### src/hdl/ppu_pkg.sv
package ppu_pkg;

    // Background geometry
    localparam int tile_px            = 16;  // Pixels per tile edge
    localparam int tiles_per_line     = 40;
    localparam int tiles_per_word     = 4;   // Tile map entries per 32-bit word
    localparam int map_words_per_row  = 10;
    localparam int tile_rows          = 30;  // Visible tile rows in a frame

    // Palette layout
    localparam int palette_entries    = 8;
    localparam int colors_per_palette = 4;

    // Line fetch needs 40 tiles plus two cycles of pipeline drain
    localparam int fetch_cycles       = 42;

    // Video timing counts
    typedef logic [10:0] hcount_t;
    typedef logic [9:0]  vcount_t;

    // Memory addresses
    typedef logic [8:0]  map_addr_t;
    typedef logic [10:0] gfx_addr_t;
    typedef logic [2:0]  pal_addr_t;

    // Memory words
    typedef logic [31:0] map_word_t;
    typedef logic [31:0] gfx_word_t;

    typedef logic [5:0]  tile_idx_t;   // Tile position on a line
    typedef logic [3:0]  pixel_idx_t;  // Pixel inside a tile
    typedef logic [2:0]  pal_idx_t;

    typedef struct packed {
        logic [7:0] red;
        logic [7:0] green;
        logic [7:0] blue;
    } rgb_t;

    // One byte of a tile map word
    typedef struct packed {
        logic       pal_sel;
        logic [6:0] tile_id;
    } map_entry_t;

    // One background tile as held for the current line
    typedef struct packed {
        logic      pal_sel;
        gfx_word_t gfx;
    } tile_line_t;

endpackage

### src/hdl/line_table.sv
`timescale 1ns/1ps

// Register-file table with one write port and a combinational read port
module line_table #(
    parameter type entry_t = logic [7:0],
    parameter int  depth   = 8
) (
    input  logic                     clk,
    input  logic                     reset,
    input  logic                     write_en,
    input  logic [$clog2(depth)-1:0] write_index,
    input  entry_t                   write_data,
    input  logic [$clog2(depth)-1:0] read_index,
    output entry_t                   read_data
);

    entry_t entries [depth];

    always_ff @(posedge clk) begin
        if (reset) begin
            for (int i = 0; i < depth; i++) begin
                entries[i] <= '0;
            end
        end else if (write_en) begin
            entries[write_index] <= write_data;
        end
    end

    assign read_data = entries[read_index];

    // Both the loader side and the reader side must stay inside the table
    assert property (@(posedge clk) disable iff (reset) write_en |-> write_index < depth)
        else $error("line_table: write index %0d out of range", write_index);
    assert property (@(posedge clk) disable iff (reset) read_index < depth)
        else $error("line_table: read index %0d out of range", read_index);

endmodule

### src/hdl/palette_loader.sv
`timescale 1ns/1ps

// Loads the colour palette at the start of vblank and serves colour lookups
module palette_loader
    import ppu_pkg::*;
(
    input  logic      clk,
    input  logic      reset,
    input  logic      vblank,
    output pal_addr_t addr_palette,
    input  rgb_t      read_data_palette,
    input  pal_idx_t  lookup_index,
    output rgb_t      lookup_color
);

    logic [$clog2(palette_entries + 1)-1:0] load_count;
    logic      issue;
    logic      write_en;     // Data for write_index arrives this cycle
    pal_addr_t write_index;

    assign issue = vblank && load_count < palette_entries;

    // Address tracks the counter, idles at 0
    assign addr_palette = issue ? pal_addr_t'(load_count) : '0;

    always_ff @(posedge clk) begin
        if (reset) begin
            load_count <= '0;
            write_en   <= 1'b0;
        end else begin
            write_en <= issue;
            if (!vblank) begin
                load_count <= '0;  // Re-arm for the next frame
            end else if (issue) begin
                load_count <= load_count + 1'b1;
            end
        end
    end

    // Delayed copy of the address, lines up with the memory latency
    always_ff @(posedge clk) begin
        write_index <= addr_palette;
    end

    line_table #(
        .entry_t (rgb_t),
        .depth   (palette_entries)
    ) u_table (
        .clk         (clk),
        .reset       (reset),
        .write_en    (write_en),
        .write_index (write_index),
        .write_data  (read_data_palette),
        .read_index  (lookup_index),
        .read_data   (lookup_color)
    );

endmodule

### src/hdl/pixel_output.sv
`timescale 1ns/1ps

// Turns hcount into a background colour during active video
module pixel_output
    import ppu_pkg::*;
(
    input  logic       clk,
    input  logic       reset,
    input  logic       vblank,
    input  logic       hsync,
    input  hcount_t    hcount,
    output tile_idx_t  read_tile,
    input  tile_line_t read_line,
    output pal_idx_t   lookup_index,
    input  rgb_t       lookup_color,
    output rgb_t       pixel_color
);

    pixel_idx_t pixel;
    logic [1:0] pixel_value;

    // Top bits pick the tile
    assign read_tile = hcount[$bits(hcount_t)-1 -: $bits(tile_idx_t)];

    // Bit 0 is dropped, each pixel is shown for two hcount values
    assign pixel = hcount[$bits(pixel_idx_t):1];

    // Pixel 0 lives in the top two bits of the row word
    assign pixel_value = read_line.gfx[$bits(gfx_word_t) - 1 - 2 * pixel -: 2];

    assign lookup_index = pal_idx_t'(colors_per_palette * read_line.pal_sel + pixel_value);

    always_ff @(posedge clk) begin
        if (reset) begin
            pixel_color <= '0;
        end else if (!vblank && !hsync) begin
            pixel_color <= lookup_color;  // Held through blanking
        end
    end

endmodule

### src/hdl/ppu_top.sv
`timescale 1ns/1ps

// Background path of the picture processing unit
module ppu_top
    import ppu_pkg::*;
(
    input  logic      clk,
    input  logic      reset,

    // Video timing
    input  hcount_t   hcount,
    input  vcount_t   vcount,
    input  logic      vblank,
    input  logic      hsync,

    // Memory ports, data returns one cycle after the address
    output map_addr_t addr_tile_map,
    output gfx_addr_t addr_tile_gfx,
    output pal_addr_t addr_palette,
    input  map_word_t read_data_tile_map,
    input  gfx_word_t read_data_tile_gfx,
    input  rgb_t      read_data_palette,

    output rgb_t      pixel_color
);

    pal_idx_t   lookup_index;
    rgb_t       lookup_color;
    tile_idx_t  read_tile;
    tile_line_t read_line;

    palette_loader u_palette (
        .clk               (clk),
        .reset             (reset),
        .vblank            (vblank),
        .addr_palette      (addr_palette),
        .read_data_palette (read_data_palette),
        .lookup_index      (lookup_index),
        .lookup_color      (lookup_color)
    );

    tile_fetcher u_fetch (
        .clk                (clk),
        .reset              (reset),
        .hsync              (hsync),
        .vblank             (vblank),
        .vcount             (vcount),
        .addr_tile_map      (addr_tile_map),
        .read_data_tile_map (read_data_tile_map),
        .addr_tile_gfx      (addr_tile_gfx),
        .read_data_tile_gfx (read_data_tile_gfx),
        .read_tile          (read_tile),
        .read_line          (read_line)
    );

    pixel_output u_pixel (
        .clk          (clk),
        .reset        (reset),
        .vblank       (vblank),
        .hsync        (hsync),
        .hcount       (hcount),
        .read_tile    (read_tile),
        .read_line    (read_line),
        .lookup_index (lookup_index),
        .lookup_color (lookup_color),
        .pixel_color  (pixel_color)
    );

endmodule

### src/hdl/tile_fetcher.sv
`timescale 1ns/1ps

// Fetches the 40 background tiles of the current line during hsync
module tile_fetcher
    import ppu_pkg::*;
(
    input  logic       clk,
    input  logic       reset,
    input  logic       hsync,
    input  logic       vblank,
    input  vcount_t    vcount,
    output map_addr_t  addr_tile_map,
    input  map_word_t  read_data_tile_map,
    output gfx_addr_t  addr_tile_gfx,
    input  gfx_word_t  read_data_tile_gfx,
    input  tile_idx_t  read_tile,
    output tile_line_t read_line
);

    logic [$clog2(fetch_cycles + 1)-1:0] tile_count;
    logic       active;
    logic       s1_valid;
    logic       s2_valid;
    tile_idx_t  s2_tile;
    logic       s3_valid;
    tile_idx_t  s3_tile;
    logic       s3_pal;
    map_entry_t map_entry;
    tile_line_t line_entry;

    assign active   = hsync && !vblank;  // vblank wins over hsync
    assign s1_valid = active && tile_count < tiles_per_line;

    always_ff @(posedge clk) begin
        if (reset) begin
            tile_count <= '0;
        end else if (!active) begin
            tile_count <= '0;
        end else if (tile_count < fetch_cycles) begin
            tile_count <= tile_count + 1'b1;  // Saturates once the line is done
        end
    end

    // Stage 1: tile map word holding this tile
    assign addr_tile_map = s1_valid
        ? map_addr_t'((vcount / tile_px) * map_words_per_row + tile_count / tiles_per_word)
        : '0;

    always_ff @(posedge clk) begin
        if (reset) begin
            s2_valid <= 1'b0;
            s3_valid <= 1'b0;
        end else begin
            s2_valid <= s1_valid;
            s3_valid <= s2_valid;
        end
    end

    // Tile position and palette bit ride along with the valids
    always_ff @(posedge clk) begin
        s2_tile <= tile_idx_t'(tile_count);
        s3_tile <= s2_tile;
        s3_pal  <= map_entry.pal_sel;
    end

    // Stage 2: entry k of a map word sits in byte k
    assign map_entry = map_entry_t'(
        read_data_tile_map[(s2_tile % tiles_per_word) * $bits(map_entry_t) +: $bits(map_entry_t)]);

    // Row of the tile graphics for the line inside the tile
    assign addr_tile_gfx = s2_valid
        ? gfx_addr_t'(map_entry.tile_id * tile_px + vcount % tile_px)
        : '0;

    // Stage 3: graphics word joins the palette bit in the line table
    assign line_entry = tile_line_t'{pal_sel: s3_pal, gfx: read_data_tile_gfx};

    line_table #(
        .entry_t (tile_line_t),
        .depth   (tiles_per_line)
    ) u_line (
        .clk         (clk),
        .reset       (reset),
        .write_en    (s3_valid),
        .write_index (s3_tile),
        .write_data  (line_entry),
        .read_index  (read_tile),
        .read_data   (read_line)
    );

    // vcount from the video timing must stay inside the visible tile rows
    assert property (@(posedge clk) disable iff (reset)
        hsync |-> addr_tile_map < map_addr_t'(tile_rows * map_words_per_row))
        else $error("tile_fetcher: map address %0d beyond last tile row", addr_tile_map);

endmodule

### config.mk
export PLATFORM = sky130hd
export DESIGN_NAME = ppu_top
export DESIGN_NICKNAME = d
export VERILOG_FILES = /design/src/hdl/ppu_pkg.sv /design/src/hdl/line_table.sv /design/src/hdl/palette_loader.sv /design/src/hdl/pixel_output.sv /design/src/hdl/ppu_top.sv /design/src/hdl/tile_fetcher.sv
export SDC_FILE = /design/constraint.sdc
export NUM_CORES = 2
export LEC_CHECK = 0
export BUFFER_PORTS_ARGS = -buffer_cell sky130_fd_sc_hd__buf_2
export CORE_ASPECT_RATIO = 1.75
export CORE_MARGIN = 8
export CORE_UTILIZATION = 50
export CTS_CLUSTER_SIZE = 30
export DETAILED_ROUTE_END_ITERATION = 7
export PLACE_DENSITY = 0.66
export RECOVER_POWER = 50
export SLEW_MARGIN = 20
export SYNTH_ARGS = -nofsm -noshare
export SYNTH_HDL_FRONTEND = slang
export SYNTH_SLANG_ARGS = --single-unit
### constraint.sdc
create_clock -name clk -period 9.38 [get_ports clk]
set_input_delay 1.876 -clock clk [delete_from_list [all_inputs] [get_ports clk]]
set_output_delay 1.876 -clock clk [all_outputs]
set_load 0.1 [all_outputs]
==> impl_metrics.tcl <==
set metrics [dict create \
    hp-class "register to register" \
    grt_overflow 0 \
    fin_crit_sh 0.7059 \
    cp.arrival_ns 7.34 \
    pin_count 160 \
    syn_nets 6085 \
    drive_gt1_frac 0.1976 \
    maxCapViolCount 82 \
    clk_pin_slew_worst_paths_ns 0.06 \
    yosys_most_used_dff "edfxtp_1" \
    drcViolationCount 0 \
    fin_nets 6138 \
    synth_area_um2 101800 \
    grt_max_degree 83 \
    hold_viol_final 0 \
    period_minus_slack_ns 6.621 \
    grtUsageTotal 0.2719 \
    max-slew-margin-rel -1.844 \
    p_sw_mw 5.056 \
    post_cts_buffers 0 \
    critical_path.reg2reg.startpoint "u_fetch.s3_valid" \
    drt-pass1-iter-count 6 \
    antenna_found_initial 18 \
    ys_seq_area_frac 0.6903 \
    p_int_mw 16.89 \
    worst-path-buf-inv 4 \
    coreArea_um2 202800 \
    crit_chain "buf_8 > buf_4 > buf_4 > mux4_2 > mux2i_1 > a22oi_1 > a21oi_1 > nor2_1 > nand4_1 > a32oi_4 > buf_4 > mux2_2 > or4b_1 > o311ai_1" \
    drt_iter0_markers 6145 \
    clock_latency_ns 0.89 \
    p_clk_frac 0.386 \
    start_util 0.5019 \
    status "complete, but fails checks" \
    cp_common_cell "buf_4" \
    drtAntennaViolNets 0 \
    wl_per_cell_um 34.10 \
    cp-start-kind "input port" \
    final_cell_mix "2304 x edfxtp_1, 904 x and2_1, 630 x and2_0, 548 x mux4_2, 214 x clkbuf_16" \
    fill_cells 15990 \
    die_w_um 357.0 \
    ys_seq_elements 2357 \
    tightest_slew_ns 4.266 \
    post_cts_resized 0 \
    setup_slack_ns 2.759 \
    ys_warn_count 0 \
    critPathMaxFanout 69 \
    layout_commonest_cell "edfxtp_1" \
    critPathTopFamily "buffers and inverters" \
    ys_types 81 \
    leakagePower_nw 37.95 \
    portBuffers 158 \
    cts_tree "done" \
    post_synth.cell_area_avg_um2 17.08 \
    die_h_um 612.8 \
    setup_tns_ns 0 \
    die_area_um2 218800 \
    place_congestion 0.9941 \
    required_ns 10.10 \
    end_kind "register" \
    final_util 0.5503 \
    finalPower_mw 21.94 \
    hpwl_um 181600 \
    grt_pass1_vias 56500 \
    slew_viol_final 3790 \
    startpoint "hcount[6]" \
    p_sw_frac 0.2304 \
    num_rows 219 \
    crit_slowest_cell "buf_4" \
    numCtsBuffers 212 \
    worstHoldStart "u_fetch.s2_tile[3]" \
    cts.sink_count 2357 \
    setup_viol 0 \
    p_per_area_nw_per_um2 196.7 \
    syn_to_final_growth_pct 9.642 \
    rsz0062_at_grt "no" \
    setup.worst_path.class "input port to register" \
    pre_cts_slack_ns 1.967 \
    cpPeakStageDelay_ns 0.61 \
    clockBufferDepth 4 \
    routed_wl_um 301500 \
    violations "max-capacitance violations, max-slew violations" \
    max_freq_mhz 151.0 \
    grt_pass1_wl_um 420900 \
    cts-root-buf "clkbuf_16" \
    netlist_instances 5957 \
    fin_skew_ns 0.06259 \
    async_flop_share 0 \
    htree_levels 4 \
    vdd_drop_max_mv 0.1836 \
    vias 55030 \
    routed_via_density 6.223 \
    synth_edf_count 2304 \
    cts_hold_buf 0 \
    comb_power_share 0.074 \
    seqPwrFrac 0.540 \
]
## per-stage QoR
step / hold WS [ns] / instance area (µm²) / std cells
CTS: 0.3341 / 111900 / 8834
floorplan: 0.3096 / 101800 / 5957
detailed placement: 0.3192 / 105400 / 8447
global route: 0.3371 / 111600 / 8840
finish: 0.3314 / 111600 / 8843
global placement: 0.3194 / 105300 / 8445
## final timing paths
| path | endpoint | slack (ns) | cells after the start |
|---|---|---|---|
| min reg2reg | u_fetch.s3_tile[3] | 0.33 | 0 |
| max | u_pixel.pixel_color[15] | 2.76 | 14 |
| min | u_fetch.s3_tile[3] | 0.33 | 0 |
| max reg2reg | u_fetch.u_line.entries[0][27] | 4.51 | 6 |
## area by class of cell
type	instances	area (µm²)	area share
flip-flops and latches	2357	70250	0.6296
multi-input cells	3089	29370	0.2632
clock buffers	272	5623	0.05039
well taps	2652	3318	0.02974
repair buffers	339	2062	0.01848
clock inverters	115	893.4	0.008006
inverters	11	46.29	0.0004149
diodes	8	20.02	0.0001794
## worst register-to-register path, cell delays in order (launching register included)
cell	delay (ns)
dfxtp_1	0.48
nor2b_1	0.52
nand3b_1	0.59
nor2_2	0.22
clkbuf_1	1.56
or2_2	0.73
buf_4	0.43
## power by group through the flow
stage               sequential (mW)  combinational, mW  clock, mW
floorplan                      12.1              0.909          0
global placement               12.1               1.62          0
detailed placement             12.1               1.63          0
CTS                            11.8               1.64       8.53
global route                   11.9               1.68       8.87
finish                         11.9               1.63       8.46
## cell usage after synthesis, types with 53 or more instances
master	count	area, µm²
edfxtp_1	2304	69190
and2_1	1533	9590
mux4_2	548	12340
clkbuf_1	334	1254
nor2_1	163	611.8
mux2i_1	160	1602
a22oi_1	78	585.6
buf_2	77	385.4
nand2_1	67	251.5
a21oi_1	56	280.3
dfxtp_1	53	1061
or2_2	53	331.6
## routing by layer
layer,global-route usage,vias up,share of wire
met5,0,-,0.000090
met2,0.4615,2633,0.50
met3,0.04225,750,0.070
met4,0.1921,4,0.090
met1,0.3157,28870,0.34
li1,-,22770,-
## kinds of logic (layout without fill, tap and decap cells)
family	Yosys count	count (layout)	synth area share
flops	2357	2357	0.6903
simple gates	2007	2007	0.1179
mux	728	728	0.1411
buf+inv	511	737	0.02399
compound gates	324	324	0.02348
fa+ha+maj	15	15	0.001992
xor+xnor	15	15	0.001291
other cells	0	8	0
## flip-flops by register name (all words and copies together), names as in the netlist
| register | cells |
|---|---|
| u_palette.write_index | 3 |
| u_fetch.s3_valid | 1 |
| u_palette.write_en | 1 |
| u_pixel.pixel_color | 24 |
| u_fetch.s2_valid | 1 |
| u_fetch.tile_count | 6 |
| u_fetch.s3_pal | 1 |
| u_palette.u_table.entries | 192 |
| u_fetch.s2_tile | 6 |
| u_palette.load_count | 4 |
| u_fetch.s3_tile | 6 |
| u_fetch.u_line.entries | 2112 |
Power figures use the tool's default switching activity.
